<file path="config.mk">
export PLATFORM = sky130hd
export DESIGN_NAME = os_generator_top
export DESIGN_NICKNAME = d
export VERILOG_FILES = /design/src/os_gen_pkg.sv /design/src/os_generator_top.sv /design/src/os_request_capture.sv /design/src/os_sequencer.sv /design/src/pipe_lane_packer.sv
export VERILOG_INCLUDE_DIRS = /design/src
export SDC_FILE = /design/constraint.sdc
export NUM_CORES = 1
export LEC_CHECK = 0
export BUFFER_PORTS_ARGS = -buffer_cell sky130_fd_sc_hd__buf_2
export CAP_MARGIN = 20
export CORE_ASPECT_RATIO = 1.1
export CORE_MARGIN = 5
export CORE_UTILIZATION = 54
export CTS_CLUSTER_SIZE = 25
export DETAILED_ROUTE_END_ITERATION = 12
export GPL_TIMING_DRIVEN = 0
export PLACE_DENSITY = 0.83
export SLEW_MARGIN = 20
export SYNTH_ARGS = -nofsm -noshare
export SYNTH_HDL_FRONTEND = slang
export SYNTH_HIERARCHICAL = 1
export SYNTH_SLANG_ARGS = --single-unit
</file>
<file path="constraint.sdc">
create_clock -name pclk -period 4.7 [get_ports pclk]
set_input_delay 0.47 -clock pclk [delete_from_list [all_inputs] [get_ports pclk]]
set_output_delay 0.47 -clock pclk [all_outputs]
set_load 0.1 [all_outputs]
</file>
<file path="src/os_gen_defines.svh">
`ifndef OS_GEN_DEFINES_SVH
`define OS_GEN_DEFINES_SVH

// lane count used by the top level when not overridden
`define OS_LANES     4

// special symbols (K codes)
`define SYM_COM      8'hBC
`define SYM_PAD      8'hF7
`define SYM_SKP      8'h1C
`define SYM_EIDL     8'h7C

// training set identifier fill bytes (D codes)
`define TS1_ID       8'h4A
`define TS2_ID       8'h45

// beats per ordered set at two symbols per beat
`define TS_BEATS     8       // 16 symbols
`define SHORT_BEATS  2       // 4 symbols

// fixed training set bytes
`define TS_NFTS      8'h00   // symbol 3
`define RATE_GEN1    8'h02
`define RATE_GEN2    8'h04
`define RATE_GEN3    8'h08
`define RATE_GEN4    8'h10
`define RATE_GEN5    8'h20
`define CTRL_LOOPBK  8'h04   // training control with loopback bit
`define CTRL_NONE    8'h00

`endif

</file>
<file path="src/os_gen_pkg.sv">
package os_gen_pkg;

   // ordered-set opcode
   typedef enum logic [1:0] {
      OS_TS1  = 2'd0,
      OS_TS2  = 2'd1,
      OS_SKP  = 2'd2,
      OS_EIOS = 2'd3
   } os_type_e;

   // how symbol 2 of a training set carries the lane number
   typedef enum logic [1:0] {
      LANE_PAD     = 2'd0,   // PAD on every lane
      LANE_ASCEND  = 2'd1,   // lane i carries i
      LANE_DESCEND = 2'd2    // lane i carries lanes-1-i
   } lane_mode_e;

   // sequencer FSM
   typedef enum logic {
      SEQ_IDLE = 1'b0,
      SEQ_SEND = 1'b1
   } seq_state_e;

   function automatic logic is_training_set(input os_type_e t);
      return (t == OS_TS1) || (t == OS_TS2);
   endfunction

endpackage

</file>
<file path="src/os_generator_top.sv">
`timescale 1ns/1ns
`include "os_gen_defines.svh"

module os_generator_top import os_gen_pkg::*; #(
   parameter int lanes = `OS_LANES
) (
   input  logic                 pclk,
   input  logic                 reset_n,
   input  logic                 req_valid,
   output logic                 req_ready,
   input  os_type_e             os_type,
   input  logic [7:0]           link_number,
   input  logic [2:0]           rate,
   input  logic                 loopback,
   input  lane_mode_e           lane_mode,
   output logic                 out_valid,
   input  logic                 out_ready,
   output logic [lanes*16-1:0]  out_data,
   output logic [lanes*2-1:0]   out_datak,
   output logic                 out_last
);

   // capture to sequencer
   logic        hdr_valid;
   logic        hdr_ready;
   os_type_e    hdr_type;
   logic [7:0]  hdr_link_sym;
   logic        hdr_link_k;
   logic [7:0]  hdr_rate_sym;
   logic [7:0]  hdr_ctrl_sym;
   lane_mode_e  hdr_lane_mode;

   // sequencer to packer
   logic        beat_valid;
   logic        beat_ready;
   logic [7:0]  sym_lo;
   logic [7:0]  sym_hi;
   logic        k_lo;
   logic        k_hi;
   logic        beat_lane_field;
   lane_mode_e  beat_lane_mode;
   logic        beat_last;

   os_request_capture u_capture (
      .pclk, .reset_n, .req_valid, .req_ready, .os_type, .link_number, .rate,
      .loopback, .lane_mode, .hdr_valid, .hdr_ready, .hdr_type, .hdr_link_sym,
      .hdr_link_k, .hdr_rate_sym, .hdr_ctrl_sym, .hdr_lane_mode
   );

   os_sequencer u_sequencer (
      .pclk, .reset_n, .hdr_valid, .hdr_ready, .hdr_type, .hdr_link_sym,
      .hdr_link_k, .hdr_rate_sym, .hdr_ctrl_sym, .hdr_lane_mode, .beat_valid,
      .beat_ready, .sym_lo, .sym_hi, .k_lo, .k_hi, .beat_lane_field,
      .beat_lane_mode, .beat_last
   );

   pipe_lane_packer #(.lanes(lanes)) u_packer (
      .pclk, .reset_n, .beat_valid, .beat_ready, .sym_lo, .sym_hi, .k_lo, .k_hi,
      .beat_lane_field, .beat_lane_mode, .beat_last, .out_valid, .out_ready,
      .out_data, .out_datak, .out_last
   );

endmodule

</file>
<file path="src/os_request_capture.sv">
`timescale 1ns/1ns
`include "os_gen_defines.svh"

module os_request_capture import os_gen_pkg::*; (
   input  logic        pclk,
   input  logic        reset_n,
   input  logic        req_valid,
   output logic        req_ready,
   input  os_type_e    os_type,
   input  logic [7:0]  link_number,
   input  logic [2:0]  rate,
   input  logic        loopback,
   input  lane_mode_e  lane_mode,
   output logic        hdr_valid,
   input  logic        hdr_ready,
   output os_type_e    hdr_type,
   output logic [7:0]  hdr_link_sym,
   output logic        hdr_link_k,
   output logic [7:0]  hdr_rate_sym,
   output logic [7:0]  hdr_ctrl_sym,
   output lane_mode_e  hdr_lane_mode
);

   logic req_fire;
   logic hdr_fire;

   // one-hot data rate byte of the training set
   function automatic logic [7:0] rate_byte(input logic [2:0] code);
      case (code)
         3'd1:    rate_byte = `RATE_GEN1;
         3'd2:    rate_byte = `RATE_GEN2;
         3'd3:    rate_byte = `RATE_GEN3;
         3'd4:    rate_byte = `RATE_GEN4;
         default: rate_byte = `RATE_GEN5;
      endcase
   endfunction

   assign req_ready = !hdr_valid;   // single entry, free when empty
   assign req_fire  = req_valid && req_ready;
   assign hdr_fire  = hdr_valid && hdr_ready;

   always_ff @(posedge pclk) begin
      if (!reset_n) begin
         hdr_valid <= 1'b0;
      end else if (req_fire) begin
         hdr_valid <= 1'b1;
      end else if (hdr_fire) begin
         hdr_valid <= 1'b0;
      end
   end

   // header bytes are encoded once, at acceptance
   always_ff @(posedge pclk) begin
      if (req_fire) begin
         hdr_type      <= os_type;
         hdr_lane_mode <= lane_mode;
         hdr_rate_sym  <= rate_byte(rate);
         hdr_ctrl_sym  <= loopback ? `CTRL_LOOPBK : `CTRL_NONE;
         if (link_number == 8'h00) begin   // unassigned link goes out as PAD
            hdr_link_sym <= `SYM_PAD;
            hdr_link_k   <= 1'b1;
         end else begin
            hdr_link_sym <= link_number;
            hdr_link_k   <= 1'b0;
         end
      end
   end

endmodule

</file>
<file path="src/os_sequencer.sv">
`timescale 1ns/1ns
`include "os_gen_defines.svh"

module os_sequencer import os_gen_pkg::*; (
   input  logic        pclk,
   input  logic        reset_n,
   input  logic        hdr_valid,
   output logic        hdr_ready,
   input  os_type_e    hdr_type,
   input  logic [7:0]  hdr_link_sym,
   input  logic        hdr_link_k,
   input  logic [7:0]  hdr_rate_sym,
   input  logic [7:0]  hdr_ctrl_sym,
   input  lane_mode_e  hdr_lane_mode,
   output logic        beat_valid,
   input  logic        beat_ready,
   output logic [7:0]  sym_lo,
   output logic [7:0]  sym_hi,
   output logic        k_lo,
   output logic        k_hi,
   output logic        beat_lane_field,
   output lane_mode_e  beat_lane_mode,
   output logic        beat_last
);

   localparam int idx_w = $clog2(`TS_BEATS);

   seq_state_e        state;
   logic [idx_w-1:0]  beat_idx;   // symbol pair index within the set
   os_type_e          cur_type;
   logic [7:0]        cur_link_sym;
   logic              cur_link_k;
   logic [7:0]        cur_rate_sym;
   logic [7:0]        cur_ctrl_sym;
   lane_mode_e        hdr_lane_mode_q;
   logic              is_ts;
   logic              hdr_take;
   logic              beat_fire;
   logic [7:0]        ts_fill;
   logic [7:0]        short_fill;

   assign is_ts      = is_training_set(cur_type);
   assign ts_fill    = (cur_type == OS_TS2) ? `TS2_ID : `TS1_ID;
   assign short_fill = (cur_type == OS_SKP) ? `SYM_SKP : `SYM_EIDL;

   assign beat_valid = (state == SEQ_SEND);
   assign beat_fire  = beat_valid && beat_ready;
   assign beat_last  = is_ts ? (beat_idx == idx_w'(`TS_BEATS - 1))
                             : (beat_idx == idx_w'(`SHORT_BEATS - 1));

   // next header is taken on the last beat so sets run back to back
   assign hdr_ready  = (state == SEQ_IDLE) || (beat_fire && beat_last);
   assign hdr_take   = hdr_valid && hdr_ready;

   assign beat_lane_field = is_ts && (beat_idx == idx_w'(1));
   assign beat_lane_mode  = hdr_lane_mode_q;

   always_ff @(posedge pclk) begin
      if (!reset_n) begin
         state    <= SEQ_IDLE;
         beat_idx <= '0;
      end else if (hdr_take) begin
         state    <= SEQ_SEND;
         beat_idx <= '0;
      end else if (beat_fire) begin
         if (beat_last) begin
            state    <= SEQ_IDLE;
            beat_idx <= '0;
         end else begin
            beat_idx <= beat_idx + 1'b1;
         end
      end
   end

   always_ff @(posedge pclk) begin
      if (hdr_take) begin
         cur_type        <= hdr_type;
         cur_link_sym    <= hdr_link_sym;
         cur_link_k      <= hdr_link_k;
         cur_rate_sym    <= hdr_rate_sym;
         cur_ctrl_sym    <= hdr_ctrl_sym;
         hdr_lane_mode_q <= hdr_lane_mode;
      end
   end

   // symbol pair for the current beat
   always_comb begin
      if (is_ts) begin
         case (beat_idx)
            0: begin
               {sym_lo, k_lo} = {`SYM_COM, 1'b1};
               {sym_hi, k_hi} = {cur_link_sym, cur_link_k};
            end
            1: begin
               {sym_lo, k_lo} = {`SYM_PAD, 1'b1};   // lane number, filled in by the packer
               {sym_hi, k_hi} = {`TS_NFTS, 1'b0};
            end
            2: begin
               {sym_lo, k_lo} = {cur_rate_sym, 1'b0};
               {sym_hi, k_hi} = {cur_ctrl_sym, 1'b0};
            end
            default: begin
               {sym_lo, k_lo} = {ts_fill, 1'b0};
               {sym_hi, k_hi} = {ts_fill, 1'b0};
            end
         endcase
      end else begin
         sym_lo = (beat_idx == '0) ? `SYM_COM : short_fill;
         sym_hi = short_fill;
         k_lo   = 1'b1;   // SKP and EIOS are all K
         k_hi   = 1'b1;
      end
   end

endmodule

</file>
<file path="src/pipe_lane_packer.sv">
`timescale 1ns/1ns
`include "os_gen_defines.svh"

module pipe_lane_packer import os_gen_pkg::*; #(
   parameter int lanes = `OS_LANES
) (
   input  logic                 pclk,
   input  logic                 reset_n,
   input  logic                 beat_valid,
   output logic                 beat_ready,
   input  logic [7:0]           sym_lo,
   input  logic [7:0]           sym_hi,
   input  logic                 k_lo,
   input  logic                 k_hi,
   input  logic                 beat_lane_field,
   input  lane_mode_e           beat_lane_mode,
   input  logic                 beat_last,
   output logic                 out_valid,
   input  logic                 out_ready,
   output logic [lanes*16-1:0]  out_data,
   output logic [lanes*2-1:0]   out_datak,
   output logic                 out_last
);

   logic [lanes*8-1:0]  lo_bytes;   // earlier symbol, lane i in byte i
   logic [lanes*8-1:0]  hi_bytes;   // later symbol
   logic [lanes-1:0]    lo_k;
   logic [lanes-1:0]    hi_k;
   logic                load;

   assign beat_ready = out_ready || !out_valid;
   assign load       = beat_valid && beat_ready;

   // replicate both symbols across the lanes
   always_comb begin
      for (int i = 0; i < lanes; i++) begin
         hi_bytes[8*i +: 8] = sym_hi;
         hi_k[i]            = k_hi;
         if (beat_lane_field) begin
            case (beat_lane_mode)
               LANE_ASCEND: begin
                  lo_bytes[8*i +: 8] = 8'(i);
                  lo_k[i]            = 1'b0;
               end
               LANE_DESCEND: begin
                  lo_bytes[8*i +: 8] = 8'(lanes - 1 - i);
                  lo_k[i]            = 1'b0;
               end
               default: begin
                  lo_bytes[8*i +: 8] = `SYM_PAD;
                  lo_k[i]            = 1'b1;
               end
            endcase
         end else begin
            lo_bytes[8*i +: 8] = sym_lo;
            lo_k[i]            = k_lo;
         end
      end
   end

   always_ff @(posedge pclk) begin
      if (!reset_n) begin
         out_valid <= 1'b0;
         out_last  <= 1'b0;
      end else if (beat_ready) begin
         out_valid <= beat_valid;
         out_last  <= beat_valid && beat_last;
      end
   end

   always_ff @(posedge pclk) begin
      if (load) begin
         out_data  <= {hi_bytes, lo_bytes};
         out_datak <= {hi_k, lo_k};
      end
   end

endmodule

</file>
==> run_results.csv, run 1 <==
group,metric,value,unit
hold_path,hold_class,"input pin to flip-flop",
drt,drc,0,
cells_and_area,area_growth,21.07,%
sta,tightestPinTransition,0.8782,ns
hold_path,min_path_cells,1,
pwr,powerDensity,384.7,nW/µm²
clocking,numCtsBuffers,9,
drt,avgRoutedWirePerCell,12.25,µm
grt,grt_pass1_vias,2154,
sta,setup_viol,0,
logic_synthesis,yosysUniqueCellTypes,52,
drt,routed_wl,5.893,mm
logic_synthesis,yosysWarnings,6,
sta,max_freq,441.4,MHz
logic_synthesis,avgSynthCellArea,13.28,µm²
drt,drt_pass1_iterations,4,
floorplan,io_pins,95,
logic_synthesis,yosysMostFrequentCell,"edfxtp_1",
sta,post-route-period-util,48.20,%
clocking,clkTransAtPathRegs,0.07,ns
setup_path,crit_path_end_kind,"flip-flop",
sta,slew_headroom,41.19,%
setup_path,critPathMaxFanout,16,
drt,top_layer,"met4",
drt,wl_met1,2.320,mm
floorplan,core,6633,µm²
drt,drt_iter0_drc,96,
sta,rsz0062_at_grt,"no",
setup_path,r2r-start,"u_sequencer/beat_idx[0]$_SDFFE_PP0N_",
setup_path,crit_type,"flip-flop to flip-flop",
logic_synthesis,synth_seq_cells,75,
cells_and_area,num-nets-final,422,
floorplan,die_w,89.11,µm
cells_and_area,drive_gt1_share,50.88,%
hold_path,hold_start,"lane_mode[1]",
setup_path,ff2ff_path_depth,5,
setup_path,arrival,2.30,ns
floorplan,rows,31,
cells_and_area,num_antenna_cells,0,
status,status,"finished, final reports clean",
place,io_buffers,94,
grt,grt_pass1_wl,9.570,mm
clocking,clkSinkCount,75,
clocking,cts_resized,0,
clocking,clk_path_buf_depth,2,
setup_path,rrSetupSlack,2.43,ns
drt,ant_nets,0,
logic_synthesis,syn_inst,280,
clocking,ctsHtreeMaxLevel,3,
place,gp_congestion,0.7938,
sta,final_hold_viol_count,0,
setup_path,timing.rr.end,"u_sequencer/cur_link_k$_DFFE_PP_",
sta,holdWs,0.3088,ns
hold_path,hold-path-endpoint,"u_capture/hdr_lane_mode[1]$_DFFE_PP_",
drt,met3WireLength,514,µm
clocking,post-cts-setup-buffers,0,
logic_synthesis,yosysTopAreaCell,"edfxtp_1",
floorplan,dieHeight,97.02,µm
clocking,insertion_delay,0.33,ns
logic_synthesis,async_reset_ff_share,0,%
sta,final_max_slew_viol_count,0,
sta,clock_skew,0.007743,ns
drt,avgViaCountPerCell,4.688,
clocking,cts-root-buf,"clkbuf_8",
grt,grt_max_degree,21,
logic_synthesis,synth_ff_type,"edfxtp_1",
sta,post-route-min-period,2.265,ns
logic_synthesis,yosysSeqAreaShare,58.70,%
logic_synthesis,netlist_area,3717,µm²
floorplan,start_util,56.05,%
grt,gr-total-overflow,0,
clocking,cts_tree,"built",
setup_path,crit_path_start_kind,"flip-flop",
pwr,vdd.ir_drop.worst,232.3,µV
drt,wl_met2,2.965,mm
logic_synthesis,synthTopCellsByArea,"edfxtp_1, buf_4, dfxtp_1, buf_6, ha_1",
grt,antenna_found_initial,0,
logic_synthesis,synth_edf_count,68,
sta,tns,0,ns
drt,vias,2255,
logic_synthesis,synth_top_area_share,54.93,%
floorplan,dieArea,8645,µm²
logic_synthesis,synth.top_cells.by_count,"edfxtp_1, buf_4, inv_1",
job,max-cap-violations,0,
pwr,p_leak,1.921,nW
grt,gr-usage-all-layers,14.31,%
clocking,cts_hold_buf,0,
setup_path,cp.required,4.74,ns
place,hpwl,4.688,mm
-- kinds of logic (layout without fill, tap and decap cells) --
| group | after synthesis | in the layout | share of synthesized area [%] |
|---|---|---|---|
| fa+ha+maj | 7 | 7 | 2.356 |
| simple gates | 50 | 50 | 9.156 |
| xor+xnor | 1 | 1 | 0.2357 |
| buf+inv | 89 | 199 | 16.96 |
| compound gates | 55 | 55 | 11.95 |
| flops | 75 | 75 | 58.70 |
| mux | 2 | 2 | 0.5386 |
| other cells | 1 | 10 | 0.1009 |
-- registers in the layout (all words and copies together) (netlist names), 2 cells and up --
register and flops:
u_capture/hdr_type 2, u_sequencer/cur_type 2, u_sequencer/cur_link_sym 8, u_packer/out_data 18, u_sequencer/cur_rate_sym 8, u_packer/out_datak 2, u_sequencer/beat_lane_mode 2, u_sequencer/cur_ctrl_sym 8
u_capture/hdr_rate_sym 5, u_sequencer/beat_idx 3, u_capture/hdr_lane_mode 2, u_capture/hdr_link_sym 8
-- critical path, cell delays in order, from the launching register on --
cell and delay, ns:
dfxtp_1 0.39, ha_1 0.17, ha_1 0.14, nand2b_1 0.17
a311oi_4 0.81, buf_6 0.28
-- placed cells by master (no fill, tap or decap), types with 2 or more instances in the layout --
cell	count
buf_2	94
edfxtp_1	68
buf_4	63
inv_1	16
conb_1	10
clkbuf_8	9
buf_6	9
nand2_1	9
o21ai_1	9
o21bai_2	7
dfxtp_1	7
a21oi_1	7
ha_1	7
nand2b_1	6
nor2_1	5
nor2b_1	5
a211oi_1	5
clkbuf_1	4
a22o_1	4
a21o_1	3
nand4_1	3
nor3b_1	2
and2_1	2
nor2b_4	2
a21boi_2	2
o21bai_1	2
a2111o_1	2
nor3_1	2
nor3b_2	2
a22oi_1	2
or3_1	2
mux2i_1	2
a211oi_2	2
-- area by class of cell --
class | instances | area, µm²
Clock inverter | 3 | 16.27
Fill cell | 472 | 2132
Buffer | 72 | 566.8
Sequential cell | 75 | 2182
Timing Repair Buffer | 95 | 481.7
Clock buffer | 12 | 135.1
Tap cell | 82 | 102.6
Multi-Input combinational cell | 125 | 952.2
Inverter | 17 | 63.81
-- per-layer routing --
layer  up-vias  global-route usage, %
met2        85                  23.60
met1      1005                  16.80
met5         -                      0
met3         8                  3.653
met4         0                  7.331
li1       1157                      -
-- worst max path at each step --
stage | start | cells past startpoint | endpoint
finish | u_sequencer/beat_idx[0]$_SDFFE_PP0N_ | 5 | u_sequencer/cur_link_k$_DFFE_PP_
global route | u_sequencer/beat_idx[0]$_SDFFE_PP0N_ | 5 | u_sequencer/cur_link_sym[2]$_DFFE_PP_
CTS | u_sequencer/beat_idx[0]$_SDFFE_PP0N_ | 5 | u_sequencer/cur_link_k$_DFFE_PP_
detailed placement | u_sequencer/beat_idx[0]$_SDFFE_PP0N_ | 5 | u_sequencer/cur_link_sym[1]$_DFFE_PP_
global placement | u_sequencer/beat_idx[0]$_SDFFE_PP0N_ | 4 | u_sequencer/cur_ctrl_sym[6]$_DFFE_PP_
floorplan | u_packer/out_valid$_SDFFE_PN0P_ | 4 | u_sequencer/beat_lane_mode[0]$_DFFE_PP_
-- per-stage QoR --
stage	setup slack (ns)	std cells	instance area, µm²	power [mW]	utilization, %
6_report	2.435	481	4501	1.732	67.86
5_1_grt	2.297	481	4501	1.809	67.86
4_1_cts	2.403	481	4501	1.745	67.86
3_5_place_dp	2.405	466	4349	1.357	65.57
3_3_place_gp	1.612	465	4324	1.346	65.20
2_1_floorplan	1.862	289	3751	1.279	-
-- power breakdown --
group	switching (mW)	total [mW]	internal, mW
sequential	0.0244	0.811	0.787
clock	0.205	0.391	0.186
combinational	0.407	0.529	0.122
total	0.636	1.73	1.10
(Power assumes the default switching activity.)
==> run 2: changes to the inputs <==
Settings changed: CORE_UTILIZATION 54 to 53, PLACE_DENSITY 0.83 to 0.82.
Clock period 4.7 ns to 2.3 ns, I/O delays scaled along.
==> run 2 against run 1 <==
Compared with the run above:
- sequential share of layout area decreased by 0.86 points
- sequential power increased by 100%
- total power increased by 120%
- critical path depth increased by 2
- flip-flop and latch count unchanged
- worst hold slack got worse by 0.25 ns
- fmax increased by 13%
- via count increased by 0.84%
==> run_results.csv, run 2 (same netlist as run 1, synthesis figures left out) <==
group,metric,value,unit
cells_and_area,top_register,"u_packer/out_data",
clocking,post-cts-setup-buffers,0,
pwr,p_leak,1.965,nW
cells_and_area,instances_no_fill,486,
cells_and_area,area_growth,23.33,%
clocking,clk_path_buf_depth,2,
clocking,clkSinkCount,75,
floorplan,dieHeight,97.84,µm
sta,final_max_slew_viol_count,0,
clocking,cts_resized,0,
drt,routed_wl,6.044,mm
grt,antenna_found_initial,0,
pwr,vdd.ir_drop.worst,501.5,µV
hold_path,hold_start,"lane_mode[1]",
floorplan,rows,32,
clocking,insertion_delay,0.34,ns
cells_and_area,largest_register_ff_count,18,
sta,post-route-period-util,87.14,%
grt,gr-usage-all-layers,14.14,%
place,io_buffers,94,
sta,tightestPinTransition,0.8606,ns
job,max-cap-violations,0,
drt,drt_pass1_iterations,4,
floorplan,dieArea,8790,µm²
clocking,clkTransAtPathRegs,0.08,ns
floorplan,start_util,53.67,%
clocking,numCtsBuffers,9,
drt,drt_iter0_drc,119,
sta,final_hold_viol_count,0,
sta,rsz0062_at_grt,"no",
setup_path,cp.required,2.39,ns
setup_path,crit_path_start_kind,"flip-flop",
sta,slew_headroom,42.37,%
drt,avgRoutedWirePerCell,12.44,µm
cells_and_area,mostFrequentLayoutCells,"buf_2, edfxtp_1, buf_4",
clocking,ctsHtreeMaxLevel,3,
setup_path,critical_path.max_stage_delay,0.43,ns
hold_path,min_path_cells,1,
drt,drc,0,
hold_path,hold_class,"input pin to flip-flop",
setup_path,crit_path_end_kind,"flip-flop",
sta,setup_viol,0,
pwr,powerDensity,838.2,nW/µm²
place,gp_congestion,0.7985,
setup_path,ff2ff_path_depth,7,
place,placedCellCount,469,
status,status,"finished, final reports clean",
setup_path,r2r-start,"u_sequencer/beat_idx[0]$_SDFFE_PP0N_",
setup_path,worstPathCellList,"inv_1 > ha_1 > or3_4 > a21boi_2 > nor3_1 > nor2_1 > a21oi_1",
clocking,cts_tree,"built",
floorplan,die_w,89.85,µm
grt,gr-total-overflow,0,
sta,max_freq,499.0,MHz
floorplan,io_pins,95,
cells_and_area,stdcell_area,4584,µm²
cells_and_area,drive_gt1_share,52.12,%
floorplan,core,6927,µm²
drt,vias,2274,
grt,grt_max_degree,21,
grt,grt_pass1_vias,2226,
sta,clock_skew,0.008527,ns
clocking,cts_hold_buf,0,
setup_path,arrival,2.10,ns
setup_path,critPathMaxFanout,7,
place,hpwl,4.591,mm
sta,post-route-min-period,2.004,ns
drt,avgViaCountPerCell,4.679,
grt,grt_pass1_wl,10.05,mm
setup_path,crit_type,"flip-flop to flip-flop",
cells_and_area,num_antenna_cells,0,
cells_and_area,num-nets-final,423,
cells_and_area,mostFrequentLayoutCell,"buf_2",
setup_path,startpoint,"u_sequencer/beat_idx[0]$_SDFFE_PP0N_",
clocking,cts-root-buf,"clkbuf_8",
setup_path,cp_slowest_cell,"or3_4",
cells_and_area,fillCellCount,520,
place,place_area,4354,µm²
drt,ant_nets,0,
## run 2: cell type report
class / count / area [µm²] / share of cell area, %
flip-flops and latches: 75 / 2183 / 47.63
multi-input cells: 125 / 952.2 / 20.77
plain buffers: 72 / 566.8 / 12.36
repair buffers: 96 / 489.2 / 10.67
clock buffers: 9 / 123.9 / 2.702
well taps: 85 / 106.4 / 2.320
clock inverters: 7 / 98.84 / 2.156
inverters: 17 / 63.81 / 1.392
## run 2: critical path, delay by kind of cell, from the launching register on
kind	cells	cell delay [ns]
AOI/OAI and AO/OA	2	0.33
adders and majority gates	1	0.29
buffers and inverters	1	0.10
DFF	1	0.40
and+or+nand+nor	3	0.64
## run 2: per-stage QoR
stage               setup slack [ns]  total power [mW]  util [%]  hold WS, ns  setup TNS [ns]
global placement             -0.2090             2.753     62.66       0.4035          -6.149
detailed placement           0.03022             2.774     62.86       0.4045               0
floorplan                    0.08004             2.615         -       0.3289               0
finish                        0.2959             3.843     66.19      0.06092               0
global route                  0.1623             3.991     66.19      0.03533               0
CTS                          0.01822             3.873     66.08      0.03635               0
## run 2: where the power goes
part	internal [mW]	leakage (nW)	switching, mW	total (mW)
sequential	1.61	0.690	0.0511	1.66
clock	0.618	0.112	0.481	1.10
combinational	0.251	1.16	0.834	1.09
## run 2: worst paths after layout
kind / end / slack, ns
worst max-delay path: u_packer/out_data[25]$_DFFE_PP_ / 0.30
worst min-delay path: u_capture/hdr_lane_mode[1]$_DFFE_PP_ / 0.06
worst max register to register: u_packer/out_data[25]$_DFFE_PP_ / 0.30
worst min register to register: u_sequencer/cur_rate_sym[4]$_DFFE_PP_ / 0.42
## run 2: routing by layer
layer  up-vias  wire [µm]  track usage (%)
met5         -          0                0
met4         0        114            7.904
met3         7        558            5.470
met2        83       2901            23.14
met1      1026       2470            15.78
li1       1158          -                -
==> run 3: changes to the inputs <==
Settings changed: CORE_UTILIZATION 53 to 54, PLACE_DENSITY 0.82 to 0.83.
Clock period 2.3 ns to 2.6 ns, I/O delays scaled along.
==> run 3 against run 2 <==
Compared with the run above:
- flip-flop and latch count is the same
- clock skew grew 0.0010 ns
- cell count shrank 0.62%
- first-iteration DRC count shrank 26%
- critical path type unchanged
- highest routed layer unchanged
==> run_results.csv, run 3 (same netlist as run 1, synthesis figures left out) <==
group,metric,value,unit
drt,avgRoutedWirePerCell,12.13,µm
clocking,cts_hold_buf,0,
setup_path,crit_type,"flip-flop to flip-flop",
setup_path,crit_family,"compound AO/OA/AOI/OAI gates",
sta,post-route-period-util,83.13,%
place,gp_congestion,0.8141,
floorplan,dieHeight,97.02,µm
status,status,"finished, final reports clean",
floorplan,core,6633,µm²
drt,avgViaCountPerCell,4.737,
sta,final_max_slew_viol_count,0,
sta,setup_viol,0,
drt,routed_wl,5.858,mm
grt,gr-total-overflow,0,
clocking,ctsHtreeMaxLevel,3,
setup_path,cp_slowest_cell,"a311oi_4",
cells_and_area,num-nets-final,423,
cells_and_area,regArea,2182,µm²
setup_path,crit_buf_inv,2,
clocking,clkTransAtPathRegs,0.07,ns
pwr,p_leak,1.948,nW
sta,tns,0,ns
cells_and_area,num_antenna_cells,0,
clocking,post-cts-setup-buffers,0,
pwr,powerDensity,715.4,nW/µm²
sta,final_hold_viol_count,0,
place,hpwl,4.563,mm
sta,rsz0062_at_grt,"no",
cells_and_area,area_growth,22.25,%
clocking,cts-root-buf,"clkbuf_8",
pwr,p_switching,1.170,mW
sta,tightestPinTransition,0.9103,ns
clocking,cts_resized,0,
pwr,sequentialPowerShare,45.1,%
sta,slew_headroom,39.04,%
pwr,power.share.switching,35.99,%
cells_and_area,top_register,"u_packer/out_data",
floorplan,rows,31,
cells_and_area,mostFrequentLayoutCells,"buf_2, edfxtp_1, buf_4",
grt,gr-usage-all-layers,13.92,%
clocking,clkSinkCount,75,
setup_path,crit_path_start_kind,"flip-flop",
cells_and_area,fillCellCount,451,
cells_and_area,mostFrequentLayoutCell,"buf_2",
setup_path,arrival,2.20,ns
pwr,cell_internal_pwr,2.081,mW
floorplan,io_pins,95,
setup_path,crit_path_end_kind,"flip-flop",
sta,clock_skew,0.009524,ns
cells_and_area,largest_register_ff_count,18,
floorplan,dieArea,8645,µm²
setup_path,worstPathCellList,"ha_1 > ha_1 > nand2b_1 > a311oi_4 > buf_6 > buf_6",
clocking,insertion_delay,0.34,ns
pwr,vdd.ir_drop.worst,454.6,µV
setup_path,critical_path.max_stage_delay,0.59,ns
drt,ant_nets,0,
sta,max_freq,462.6,MHz
clocking,numCtsBuffers,9,
grt,grt_pass1_wl,9.225,mm
pwr,power,3.251,mW
clocking,clk_path_buf_depth,2,
sta,post-route-min-period,2.161,ns
cells_and_area,drive_gt1_share,51.37,%
cells_and_area,multi_input_comb_area,952.2,µm²
grt,grt_pass1_vias,2045,
floorplan,die_w,89.11,µm
job,max-cap-violations,0,
grt,grt_max_degree,21,
place,io_buffers,94,
clocking,cts_tree,"built",
hold_path,hold_class,"input pin to flip-flop",
drt,drc,0,
drt,vias,2288,
grt,antenna_found_initial,0,
pwr,p_clk_share,25.4,%
floorplan,start_util,56.05,%
setup_path,cp.required,2.64,ns
drt,drt_iter0_drc,88,
drt,drt_pass1_iterations,4,
pwr,power_frac_comb,29.5,%
setup_path,critPathMaxFanout,15,
## run 3: cell count changes in the layout (fill, tap and decap cells not counted), sizes merged
cell / change
clkinv: +2
inv: -2
bufinv: -1
clkbuf: +1
## run 3: power by group through the flow
| stage | clock [mW] | combinational (mW) | sequential, mW |
|---|---|---|---|
| 3_3_place_gp | 0 | 0.945 | 1.49 |
| 4_1_cts | 0.850 | 0.964 | 1.47 |
| 6_report | 0.826 | 0.960 | 1.47 |
| 2_1_floorplan | 0 | 0.667 | 1.65 |
| 3_5_place_dp | 0 | 0.963 | 1.49 |
| 5_1_grt | 0.905 | 1.00 | 1.47 |
## run 3: worst reg2reg max path: stages, from the launching register on
cell,delay [ns]
dfxtp_1,0.39
ha_1,0.18
ha_1,0.14
nand2b_1,0.16
a311oi_4,0.59
buf_6,0.22
buf_6,0.18
## run 3: metrics by stage
step / instances / worst slack [ns] / utilization [%] / cell area [µm²] / hold slack, ns
global placement: 465 / 0.09177 / 65.37 / 4335 / 0.4034
CTS: 483 / 0.3954 / 68.52 / 4544 / 0.06968
detailed placement: 467 / 0.4171 / 65.74 / 4360 / 0.4045
global route: 483 / 0.3117 / 68.52 / 4544 / 0.06896
floorplan: 289 / 0.2083 / - / 3762 / 0.3589
finish: 483 / 0.4385 / 68.52 / 4544 / 0.09176
## run 3: cell type report
| cell class | count | area share (%) |
|---|---|---|
| Clock inverter | 6 | 1.239 |
| Multi-Input combinational cell | 125 | 20.95 |
| Clock buffer | 10 | 2.808 |
| Timing Repair Buffer | 96 | 10.85 |
| Tap cell | 82 | 2.258 |
| Buffer | 72 | 12.47 |
| Sequential cell | 75 | 48.02 |
| Inverter | 17 | 1.404 |
## run 3: final timing paths
kind / from / to / slack (ns) / cells past startpoint
worst max-delay path: u_sequencer/beat_idx[0]$_SDFFE_PP0N_ / u_sequencer/cur_link_sym[1]$_DFFE_PP_ / 0.44 / 6
worst min-delay path: loopback / u_capture/hdr_ctrl_sym[2]$_DFFE_PP_ / 0.09 / 1
worst max register to register: u_sequencer/beat_idx[0]$_SDFFE_PP0N_ / u_sequencer/cur_link_sym[1]$_DFFE_PP_ / 0.44 / 6
worst min register to register: u_capture/hdr_link_sym[4]$_SDFFCE_PP1P_ / u_sequencer/cur_link_sym[4]$_DFFE_PP_ / 0.41 / 0
## run 3: routing by layer
layer,part of all wire [%],track usage (%),up-vias
met5,0,0,-
li1,-,-,1160
met1,40,16.50,1035
met2,49,22.40,83
met3,8.6,3.144,10
met4,2.1,8.477,0
